==> config.mk <==
export PLATFORM = sky130hd
export DESIGN_NAME = sdi_top
export DESIGN_NICKNAME = d
export VERILOG_FILES = /design/src/verilog/sdi_pkg.sv /design/src/verilog/sdi_uart_receiver.sv /design/src/verilog/sdi_uart_transmitter.sv /design/src/verilog/sdi_interface_control.sv /design/src/verilog/sdi_debugger.sv /design/src/verilog/sdi_top.sv
export SDC_FILE = /design/constraint.sdc
export NUM_CORES = 1
export LEC_CHECK = 0
export BUFFER_PORTS_ARGS = -buffer_cell sky130_fd_sc_hd__buf_4
export CORE_MARGIN = 2
export CORE_UTILIZATION = 29
export DETAILED_ROUTE_END_ITERATION = 7
export SYNTH_ARGS = -nofsm -noshare
export SYNTH_HDL_FRONTEND = slang
export SYNTH_SLANG_ARGS = --single-unit
==> constraint.sdc <==
create_clock -name iCLOCK -period 4 [get_ports iCLOCK]
set_input_delay 0.8 -clock iCLOCK [delete_from_list [all_inputs] [get_ports iCLOCK]]
set_output_delay 0.8 -clock iCLOCK [all_outputs]
set_load 0.02 [all_outputs]
==> src/verilog/sdi_pkg.sv <==
package sdi_pkg;

	// Native debugger command codes
	typedef enum logic [7:0] {
		CMD_DEACT = 8'h00,
		CMD_AC    = 8'h41,
		CMD_BE    = 8'h42,
		CMD_ID    = 8'h49,
		CMD_NP    = 8'h4e,
		CMD_RR    = 8'h52,
		CMD_SE    = 8'h53,
		CMD_RW    = 8'h57
	} cmd_code_t;

	// Commands to the core debug unit
	typedef enum logic [3:0] {
		CORE_READ_REG   = 4'h0,
		CORE_WRITE_REG  = 4'h1,
		CORE_GO         = 4'h8,
		CORE_SINGLESTEP = 4'ha
	} core_cmd_t;

	// Returned by the ID command
	localparam logic [31:0] DEBUGGER_ID = 32'h5344_4931;

	// First byte of a UART response frame
	localparam logic [7:0] STATUS_OK    = 8'h00;
	localparam logic [7:0] STATUS_ERROR = 8'h01;

endpackage

==> src/verilog/sdi_uart_receiver.sv <==
`timescale 1ns/100ps
`default_nettype none

module sdi_uart_receiver #(
	parameter int CLOCKS_PER_BIT = 4
)(
	input  wire logic       iCLOCK,
	input  wire logic       inRESET,
	input  wire logic       rxd,
	output logic            byte_valid,
	output logic [7:0]      byte_data
);

	localparam int CW = $clog2(CLOCKS_PER_BIT + 1);
	localparam int HALF_LAST = (CLOCKS_PER_BIT / 2 > 0) ? CLOCKS_PER_BIT / 2 - 1 : 0;

	typedef enum logic [1:0] {
		RX_IDLE,
		RX_START,
		RX_DATA,
		RX_STOP
	} rx_state_t;

	rx_state_t b_state;
	logic [1:0] b_sync;
	logic [CW-1:0] b_cnt;
	logic [2:0] b_bit;
	logic [7:0] b_shift;
	logic rx;

	// Two flop synchronizer
	assign rx = b_sync[1];
	assign byte_data = b_shift;

	always_ff @(posedge iCLOCK or negedge inRESET) begin
		if (!inRESET) begin
			b_sync <= 2'b11;
			b_state <= RX_IDLE;
			b_cnt <= '0;
			b_bit <= 3'd0;
			byte_valid <= 1'b0;
		end
		else begin
			b_sync <= {b_sync[0], rxd};
			byte_valid <= 1'b0;
			case (b_state)
				RX_IDLE: begin
					b_cnt <= '0;
					if (!rx) begin
						b_state <= RX_START;
					end
				end
				RX_START: begin
					// Recheck the start bit near its middle
					if (b_cnt == CW'(HALF_LAST)) begin
						b_cnt <= '0;
						b_bit <= 3'd0;
						b_state <= rx ? RX_IDLE : RX_DATA;
					end
					else begin
						b_cnt <= b_cnt + 1'b1;
					end
				end
				RX_DATA: begin
					if (b_cnt == CW'(CLOCKS_PER_BIT - 1)) begin
						b_cnt <= '0;
						b_bit <= b_bit + 1'b1;
						if (b_bit == 3'd7) begin
							b_state <= RX_STOP;
						end
					end
					else begin
						b_cnt <= b_cnt + 1'b1;
					end
				end
				default: begin
					if (b_cnt == CW'(CLOCKS_PER_BIT - 1)) begin
						byte_valid <= rx;
						b_state <= RX_IDLE;
					end
					else begin
						b_cnt <= b_cnt + 1'b1;
					end
				end
			endcase
		end
	end

	// LSB arrives first
	always_ff @(posedge iCLOCK) begin
		if (b_state == RX_DATA && b_cnt == CW'(CLOCKS_PER_BIT - 1)) begin
			b_shift <= {rx, b_shift[7:1]};
		end
	end

endmodule

`default_nettype wire

==> src/verilog/sdi_uart_transmitter.sv <==
`timescale 1ns/100ps
`default_nettype none

module sdi_uart_transmitter #(
	parameter int CLOCKS_PER_BIT = 4
)(
	input  wire logic       iCLOCK,
	input  wire logic       inRESET,
	input  wire logic       send,
	input  wire logic [7:0] send_data,
	output logic            tx_busy,
	output logic            txd
);

	localparam int CW = $clog2(CLOCKS_PER_BIT + 1);

	logic b_busy;
	logic [CW-1:0] b_cnt;
	logic [3:0] b_bit;
	logic [9:0] b_shift;
	logic load;
	logic bit_end;

	assign load = send && !b_busy;
	assign bit_end = b_busy && (b_cnt == CW'(CLOCKS_PER_BIT - 1));
	assign tx_busy = b_busy;
	// Line idles high
	assign txd = b_busy ? b_shift[0] : 1'b1;

	always_ff @(posedge iCLOCK or negedge inRESET) begin
		if (!inRESET) begin
			b_busy <= 1'b0;
			b_cnt <= '0;
			b_bit <= 4'd0;
		end
		else if (load) begin
			b_busy <= 1'b1;
			b_cnt <= '0;
			b_bit <= 4'd0;
		end
		else if (b_busy) begin
			if (bit_end) begin
				b_cnt <= '0;
				if (b_bit == 4'd9) begin
					b_busy <= 1'b0;
				end
				else begin
					b_bit <= b_bit + 1'b1;
				end
			end
			else begin
				b_cnt <= b_cnt + 1'b1;
			end
		end
	end

	// Stop, data, start
	always_ff @(posedge iCLOCK) begin
		if (load) begin
			b_shift <= {1'b1, send_data, 1'b0};
		end
		else if (bit_end) begin
			b_shift <= {1'b1, b_shift[9:1]};
		end
	end

endmodule

`default_nettype wire

==> src/verilog/sdi_interface_control.sv <==
`timescale 1ns/100ps
`default_nettype none

module sdi_interface_control import sdi_pkg::*; (
	input  wire logic        iCLOCK,
	input  wire logic        inRESET,
	// Parallel host port
	input  wire logic        para_req,
	input  wire logic [7:0]  para_cmd,
	input  wire logic [31:0] para_data,
	input  wire logic        para_rsp_busy,
	output logic             para_busy,
	output logic             para_valid,
	output logic             para_error,
	output logic [31:0]      para_rsp_data,
	// UART bytes
	input  wire logic        rx_valid,
	input  wire logic [7:0]  rx_data,
	output logic             tx_send,
	output logic [7:0]       tx_data,
	input  wire logic        tx_busy,
	// Common interface
	output logic             com_req,
	output cmd_code_t        com_cmd,
	output logic [31:0]      com_data,
	input  wire logic        com_busy,
	input  wire logic        rsp_valid,
	input  wire logic        rsp_error,
	input  wire logic [31:0] rsp_data,
	output logic             rsp_stall
);

	logic [2:0] b_rx_cnt;
	logic b_uart_pend;
	cmd_code_t b_uart_cmd;
	logic [31:0] b_uart_data;
	logic b_outstanding;
	logic b_owner_uart;
	logic b_tx_active;
	logic b_tx_send;
	logic [2:0] b_tx_idx;
	logic [7:0] b_tx_status;
	logic [31:0] b_tx_word;
	logic com_accept;
	logic uart_pop;
	logic uart_rsp;

	// Parallel wins a tie
	assign com_req = !b_outstanding && (para_req || b_uart_pend);
	assign com_cmd = para_req ? cmd_code_t'(para_cmd) : b_uart_cmd;
	assign com_data = para_req ? para_data : b_uart_data;
	assign com_accept = com_req && !com_busy;
	assign uart_pop = com_accept && !para_req;
	assign uart_rsp = rsp_valid && b_owner_uart;

	assign para_busy = b_outstanding;
	assign para_valid = rsp_valid && !b_owner_uart;
	assign para_error = rsp_error;
	assign para_rsp_data = rsp_data;
	assign rsp_stall = b_owner_uart ? b_tx_active : para_rsp_busy;

	always_ff @(posedge iCLOCK or negedge inRESET) begin
		if (!inRESET) begin
			b_outstanding <= 1'b0;
			b_owner_uart <= 1'b0;
		end
		else if (com_accept) begin
			b_outstanding <= 1'b1;
			b_owner_uart <= !para_req;
		end
		else if (rsp_valid) begin
			b_outstanding <= 1'b0;
		end
	end

	// Command byte, then data LSB first
	always_ff @(posedge iCLOCK or negedge inRESET) begin
		if (!inRESET) begin
			b_rx_cnt <= 3'd0;
			b_uart_pend <= 1'b0;
		end
		else if (uart_pop) begin
			b_uart_pend <= 1'b0;
		end
		else if (rx_valid && !b_uart_pend) begin
			if (b_rx_cnt == 3'd4) begin
				b_rx_cnt <= 3'd0;
				b_uart_pend <= 1'b1;
			end
			else begin
				b_rx_cnt <= b_rx_cnt + 1'b1;
			end
		end
	end

	always_ff @(posedge iCLOCK) begin
		if (rx_valid && !b_uart_pend) begin
			if (b_rx_cnt == 3'd0) begin
				b_uart_cmd <= cmd_code_t'(rx_data);
			end
			else begin
				b_uart_data <= {rx_data, b_uart_data[31:8]};
			end
		end
	end

	// Five byte response frame
	always_ff @(posedge iCLOCK or negedge inRESET) begin
		if (!inRESET) begin
			b_tx_active <= 1'b0;
			b_tx_send <= 1'b0;
			b_tx_idx <= 3'd0;
		end
		else if (uart_rsp) begin
			b_tx_active <= 1'b1;
			b_tx_idx <= 3'd0;
		end
		else if (b_tx_send) begin
			// Byte taken by the transmitter on this edge
			b_tx_send <= 1'b0;
			if (b_tx_idx == 3'd4) begin
				b_tx_active <= 1'b0;
			end
			else begin
				b_tx_idx <= b_tx_idx + 1'b1;
			end
		end
		else if (b_tx_active && !tx_busy) begin
			b_tx_send <= 1'b1;
		end
	end

	always_ff @(posedge iCLOCK) begin
		if (uart_rsp) begin
			b_tx_status <= rsp_error ? STATUS_ERROR : STATUS_OK;
			b_tx_word <= rsp_data;
		end
	end

	assign tx_send = b_tx_send;

	always_comb begin
		case (b_tx_idx)
			3'd0: tx_data = b_tx_status;
			3'd1: tx_data = b_tx_word[7:0];
			3'd2: tx_data = b_tx_word[15:8];
			3'd3: tx_data = b_tx_word[23:16];
			default: tx_data = b_tx_word[31:24];
		endcase
	end

endmodule

`default_nettype wire

==> src/verilog/sdi_debugger.sv <==
`timescale 1ns/100ps
`default_nettype none

module sdi_debugger import sdi_pkg::*; (
	input  wire logic        iCLOCK,
	input  wire logic        inRESET,
	// Common interface
	input  wire logic        com_req,
	input  wire cmd_code_t   com_cmd,
	input  wire logic [31:0] com_data,
	output logic             com_busy,
	input  wire logic        rsp_stall,
	output logic             rsp_valid,
	output logic             rsp_error,
	output logic [31:0]      rsp_data,
	// Core debug unit
	output logic             core_req,
	output core_cmd_t        core_cmd,
	output logic [7:0]       core_target,
	output logic [31:0]      core_data,
	input  wire logic        core_busy,
	input  wire logic        core_valid,
	input  wire logic        core_error,
	input  wire logic [31:0] core_rsp_data
);

	typedef enum logic [2:0] {
		ST_IDLE,
		ST_ACTIVE,
		ST_ISSUE,
		ST_WAIT,
		ST_RESP
	} state_t;

	state_t b_state;
	logic b_active;
	cmd_code_t b_cmd;
	logic [31:0] b_data;
	logic is_core;
	logic go_local;
	logic local_error;
	logic [31:0] local_data;
	logic local_active;

	assign com_busy = !(b_state == ST_IDLE || b_state == ST_ACTIVE);
	assign rsp_valid = (b_state == ST_RESP) && !rsp_stall;

	assign is_core = (b_cmd == CMD_RR) || (b_cmd == CMD_RW) ||
		(b_cmd == CMD_SE) || (b_cmd == CMD_BE);
	// Anything not forwarded to the core is answered here
	assign go_local = (b_state == ST_ISSUE) && !(is_core && b_active);
	assign core_req = (b_state == ST_ISSUE) && is_core && b_active && !core_busy;

	always_comb begin
		local_error = 1'b1;
		local_data = 32'h0;
		local_active = b_active;
		case (b_cmd)
			CMD_AC: begin
				local_error = 1'b0;
				local_active = 1'b1;
			end
			CMD_DEACT: begin
				local_error = 1'b0;
				local_active = 1'b0;
			end
			CMD_ID: begin
				local_error = 1'b0;
				local_data = DEBUGGER_ID;
			end
			CMD_NP: local_error = !b_active;
			default: ;
		endcase
	end

	always_comb begin
		case (b_cmd)
			CMD_RW: core_cmd = CORE_WRITE_REG;
			CMD_SE: core_cmd = CORE_SINGLESTEP;
			CMD_BE: core_cmd = CORE_GO;
			default: core_cmd = CORE_READ_REG;
		endcase
	end

	assign core_target = (b_cmd == CMD_RR || b_cmd == CMD_RW) ? b_data[7:0] : 8'h00;
	// Write value sits above the register number
	assign core_data = (b_cmd == CMD_RW) ? {8'h00, b_data[31:8]} : 32'h0;

	always_ff @(posedge iCLOCK or negedge inRESET) begin
		if (!inRESET) begin
			b_state <= ST_IDLE;
			b_active <= 1'b0;
		end
		else begin
			case (b_state)
				ST_IDLE, ST_ACTIVE: begin
					if (com_req) begin
						b_state <= ST_ISSUE;
					end
				end
				ST_ISSUE: begin
					if (go_local) begin
						b_active <= local_active;
						b_state <= ST_RESP;
					end
					else if (!core_busy) begin
						b_state <= ST_WAIT;
					end
				end
				ST_WAIT: begin
					if (core_valid) begin
						// Core fault drops out of debug mode
						if (core_error) begin
							b_active <= 1'b0;
						end
						b_state <= ST_RESP;
					end
				end
				ST_RESP: begin
					if (!rsp_stall) begin
						b_state <= b_active ? ST_ACTIVE : ST_IDLE;
					end
				end
				default: b_state <= ST_IDLE;
			endcase
		end
	end

	always_ff @(posedge iCLOCK) begin
		if (com_req && !com_busy) begin
			b_cmd <= com_cmd;
			b_data <= com_data;
		end
	end

	always_ff @(posedge iCLOCK) begin
		if (go_local) begin
			rsp_error <= local_error;
			rsp_data <= local_data;
		end
		else if (b_state == ST_WAIT && core_valid) begin
			rsp_error <= core_error;
			rsp_data <= core_rsp_data;
		end
	end

endmodule

`default_nettype wire

==> src/verilog/sdi_top.sv <==
`timescale 1ns/100ps
`default_nettype none

module sdi_top import sdi_pkg::*; #(
	parameter int CLOCKS_PER_BIT = 4
)(
	input  wire logic        iCLOCK,
	input  wire logic        inRESET,
	// Host UART
	input  wire logic        uart_rxd,
	output logic             uart_txd,
	// Host parallel port
	input  wire logic        para_req,
	input  wire logic [7:0]  para_cmd,
	input  wire logic [31:0] para_data,
	output logic             para_busy,
	output logic             para_valid,
	input  wire logic        para_rsp_busy,
	output logic             para_error,
	output logic [31:0]      para_rsp_data,
	// Core debug unit
	output logic             core_req,
	output core_cmd_t        core_cmd,
	output logic [7:0]       core_target,
	output logic [31:0]      core_data,
	input  wire logic        core_busy,
	input  wire logic        core_valid,
	input  wire logic        core_error,
	input  wire logic [31:0] core_rsp_data
);

	logic rx_valid;
	logic [7:0] rx_data;
	logic tx_send;
	logic [7:0] tx_data;
	logic tx_busy;
	logic com_req;
	cmd_code_t com_cmd;
	logic [31:0] com_data;
	logic com_busy;
	logic rsp_stall;
	logic rsp_valid;
	logic rsp_error;
	logic [31:0] rsp_data;

	sdi_uart_receiver #(
		.CLOCKS_PER_BIT(CLOCKS_PER_BIT)
	) u_rx (
		.iCLOCK(iCLOCK),
		.inRESET(inRESET),
		.rxd(uart_rxd),
		.byte_valid(rx_valid),
		.byte_data(rx_data)
	);

	sdi_uart_transmitter #(
		.CLOCKS_PER_BIT(CLOCKS_PER_BIT)
	) u_tx (
		.iCLOCK(iCLOCK),
		.inRESET(inRESET),
		.send(tx_send),
		.send_data(tx_data),
		.tx_busy(tx_busy),
		.txd(uart_txd)
	);

	sdi_interface_control u_if (
		.iCLOCK(iCLOCK),
		.inRESET(inRESET),
		.para_req(para_req),
		.para_cmd(para_cmd),
		.para_data(para_data),
		.para_rsp_busy(para_rsp_busy),
		.para_busy(para_busy),
		.para_valid(para_valid),
		.para_error(para_error),
		.para_rsp_data(para_rsp_data),
		.rx_valid(rx_valid),
		.rx_data(rx_data),
		.tx_send(tx_send),
		.tx_data(tx_data),
		.tx_busy(tx_busy),
		.com_req(com_req),
		.com_cmd(com_cmd),
		.com_data(com_data),
		.com_busy(com_busy),
		.rsp_valid(rsp_valid),
		.rsp_error(rsp_error),
		.rsp_data(rsp_data),
		.rsp_stall(rsp_stall)
	);

	sdi_debugger u_dbg (
		.iCLOCK(iCLOCK),
		.inRESET(inRESET),
		.com_req(com_req),
		.com_cmd(com_cmd),
		.com_data(com_data),
		.com_busy(com_busy),
		.rsp_stall(rsp_stall),
		.rsp_valid(rsp_valid),
		.rsp_error(rsp_error),
		.rsp_data(rsp_data),
		.core_req(core_req),
		.core_cmd(core_cmd),
		.core_target(core_target),
		.core_data(core_data),
		.core_busy(core_busy),
		.core_valid(core_valid),
		.core_error(core_error),
		.core_rsp_data(core_rsp_data)
	);

endmodule

`default_nettype wire

==> results.json <==
{
  "hold_buffers": 0,
  "min_path_type": "input port to asynchronous set/reset pin",
  "fmax_mhz": 324.1,
  "fillers": 2653,
  "cp-end-kind": "output pin",
  "synthTopCellsByCount": "edfxtp_1 (162), mux2_2 (42), and2_1 (34)",
  "fin_tns_setup_ps": 0,
  "p_per_area_nw_per_um2": 568.0,
  "post_cts_buffers": 0,
  "yosys_warnings": 0,
  "ant_nets": 0,
  "n_antenna_cell": 0,
  "required_ps": 3200,
  "fin_nets": 818,
  "yosys.area.top_type": "edfxtp_1",
  "cts_buffer_depth": 2,
  "max_slew_margin": 0.2073,
  "critical_path_class": "flop to output pin",
  "die_area_um2": 30010,
  "grt_use_total": 0.1236,
  "placed_area_um2": 9824,
  "run_status": "finished clean",
  "fp-row-count": 61,
  "netlist_area_um2": 8304,
  "drtIter0Drc": 329,
  "cts_tree": "yes",
  "antenna_found_initial": 1,
  "numCtsBuffers": 17,
  "grt.overflow.total": 0,
  "clkPwrFrac": 0.289,
  "syn_area_per_cell_um2": 14.75,
  "min_period_over_period": 0.7715,
  "setup_viol": 0,
  "critPathLaunchType": "flop",
  "slew_violations": 0,
  "ys.flop_type": "edfxtp_1",
  "seqPwrFrac": 0.487,
  "holdWs_ps": 312.7,
  "cts_htree_levels": 4,
  "slowest_stage": "nor4_4",
  "vias": 4959,
  "final_cell_area_um2": 10430,
  "synth_area_leaders": "edfxtp_1 (59%), dfrtp_1 (9.6%), mux2_2 (5.7%), ha_1 (3.2%), and2_1 (2.6%)",
  "worstPathMaxFanout": 25,
  "clk_pin_slew_ps": 80,
  "ys_types": 62,
  "pwr-share-comb": 0.224,
  "path_cells": "nor4_4 -> and4_4 -> and2_1 -> buf_4",
  "wl_mm": 18.45,
  "power_switching_mw": 1.773,
  "skew_ps": 14.69,
  "die_x_um": 173.2,
  "cap_violations": 0,
  "synth-edff-count": 162,
  "wl_per_cell_um": 16.65,
  "leakage_nw": 4.058,
  "grt_pass1_wl_mm": 28.43,
  "drc": 0,
  "post_cts_resize_count": 0,
  "cp_top_family": "simple AND/OR/NAND/NOR gates",
  "max_stage_delay_ps": 580,
  "cts_root_buf": "clkbuf_16",
  "yosysMostFrequentCell": "edfxtp_1",
  "p_int_mw": 4.151,
  "area_delta_synth_final_pct": 25.60,
  "core_um2": 28010,
  "peakVddDrop_v": 0.0002460,
  "gp_congestion": 0.7422,
  "regArea_um2": 5738,
  "hold_viol_final": 0,
  "p_sw_frac": 0.2993,
  "viasPerCell": 4.476,
  "tightest_slew_ps": 1186,
  "seq_area_frac_synth": 0.6910,
  "rsz0062_at_grt": "false",
  "multiInputGateArea_um2": 2337,
  "initial_utilization": 0.2965,
  "grt_pass1_vias": 4840,
  "firstDrtPassIters": 4,
  "clock_latency_ps": 430,
  "die_y_um": 173.2,
  "critPathBufInv": 1,
  "async_flop_share": 0.1726,
  "cts_sinks": 197,
  "ys_ff_latch": 197,
  "num_io_pins": 161,
  "synth_top_area_share": 0.5858,
  "final_layout_size_suffix_gt1_frac": 0.3315,
  "period_needed_ps": 3086,
  "hpwl_mm": 13.15,
  "port_buffers": 151,
  "netlist_instances": 563,
  "grt_max_degree": 43,
  "crit_arrival_ps": 2290
}
==> per-stage QoR <==
step           cells  total power, mW  setup slack, ps    util
6_report        1108            5.924            914.1  0.3724
5_1_grt         1108            6.242            744.6  0.3724
3_5_place_dp    1076            4.275             1010  0.3507
2_1_floorplan    571            3.769            148.2       -
4_1_cts         1108            6.003            894.4  0.3724
3_3_place_gp    1076            4.242             1118  0.3507
==> path summary, 6_finish.rpt <==
| check | endpoint | from | slack [ps] | depth (start not counted) |
|---|---|---|---|---|
| max | core_data[14] | u_dbg.b_cmd[3] | 910 | 4 |
| min | u_tx.tx_busy | inRESET | 310 | 1 |
| max reg2reg | u_dbg.rsp_data[19] | u_dbg.b_cmd[0] | 1430 | 5 |
| min reg2reg | u_rx.b_sync[1] | u_rx.b_sync[0] | 360 | 0 |
| max in group asynchronous | u_rx.b_sync[1] | inRESET | 3320 | 1 |
| min in group iCLOCK | u_rx.b_sync[1] | u_rx.b_sync[0] | 360 | 0 |
==> state kept, by name, summed over array words and instances, names as in the netlist, 2 cells and up <==
signal and cells:
u_dbg.b_data 32, u_dbg.rsp_data 32, u_if.b_tx_word 32, u_if.b_uart_data 32, u_tx.b_shift 9, u_dbg.b_cmd 8, u_if.b_uart_cmd 8, u_rx.byte_data 8
u_tx.b_bit 4, u_dbg.b_state 3, u_if.b_rx_cnt 3, u_if.b_tx_idx 3, u_rx.b_bit 3, u_rx.b_cnt 3, u_tx.b_cnt 3, u_rx.b_state 2
u_rx.b_sync 2
==> cell families (layout without fill, tap and decap cells) <==
logic type,after synthesis,after routing,synth area share
flip-flops,197,197,0.6910
AND/OR/NAND/NOR,156,156,0.1098
AO/OA/AOI/OAI,82,82,0.07157
buffers and inverters,59,218,0.03315
multiplexers,43,43,0.05816
adder cells (fa/ha/maj),21,21,0.03164
XOR/XNOR,4,4,0.004220
other,1,9,0.0004516
==> layout make-up <==
class,instances,share of cell area
Clock buffer,22,0.05074
Multi-Input combinational cell,315,0.2241
Sequential cell,197,0.5501
Clock inverter,10,0.007318
Inverter,32,0.01152
Timing Repair Buffer,154,0.1108
Tap cell,378,0.04535
==> power by group through the flow <==
stage          combinational, mW  sequential (mW)  clock (mW)
2_1_floorplan              0.835             2.93           0
3_3_place_gp                1.32             2.92           0
3_5_place_dp                1.35             2.93           0
4_1_cts                     1.35             2.89        1.76
5_1_grt                     1.47             2.93        1.84
6_report                    1.32             2.89        1.71
==> routing by layer <==
metal,share of wire,global-route usage,vias to the layer above
met5,0.00060,0,-
met4,0.0084,0.03531,2
met3,0.046,0.03070,14
met2,0.50,0.2053,121
met1,0.45,0.1604,2451
li1,-,-,2371
==> placed cells by master, fill, tap and decap left out, types with 23 or more instances in the layout <==
cell      netlist  layout
edfxtp_1      162     162
buf_4           9     154
mux2_2         42      42
and2_1         34      34
dfrtp_1        32      32
inv_1          32      31
nor2_1         27      27
o21ai_0        25      25
nand2_1        23      23
Power figures use the tool's default switching activity.
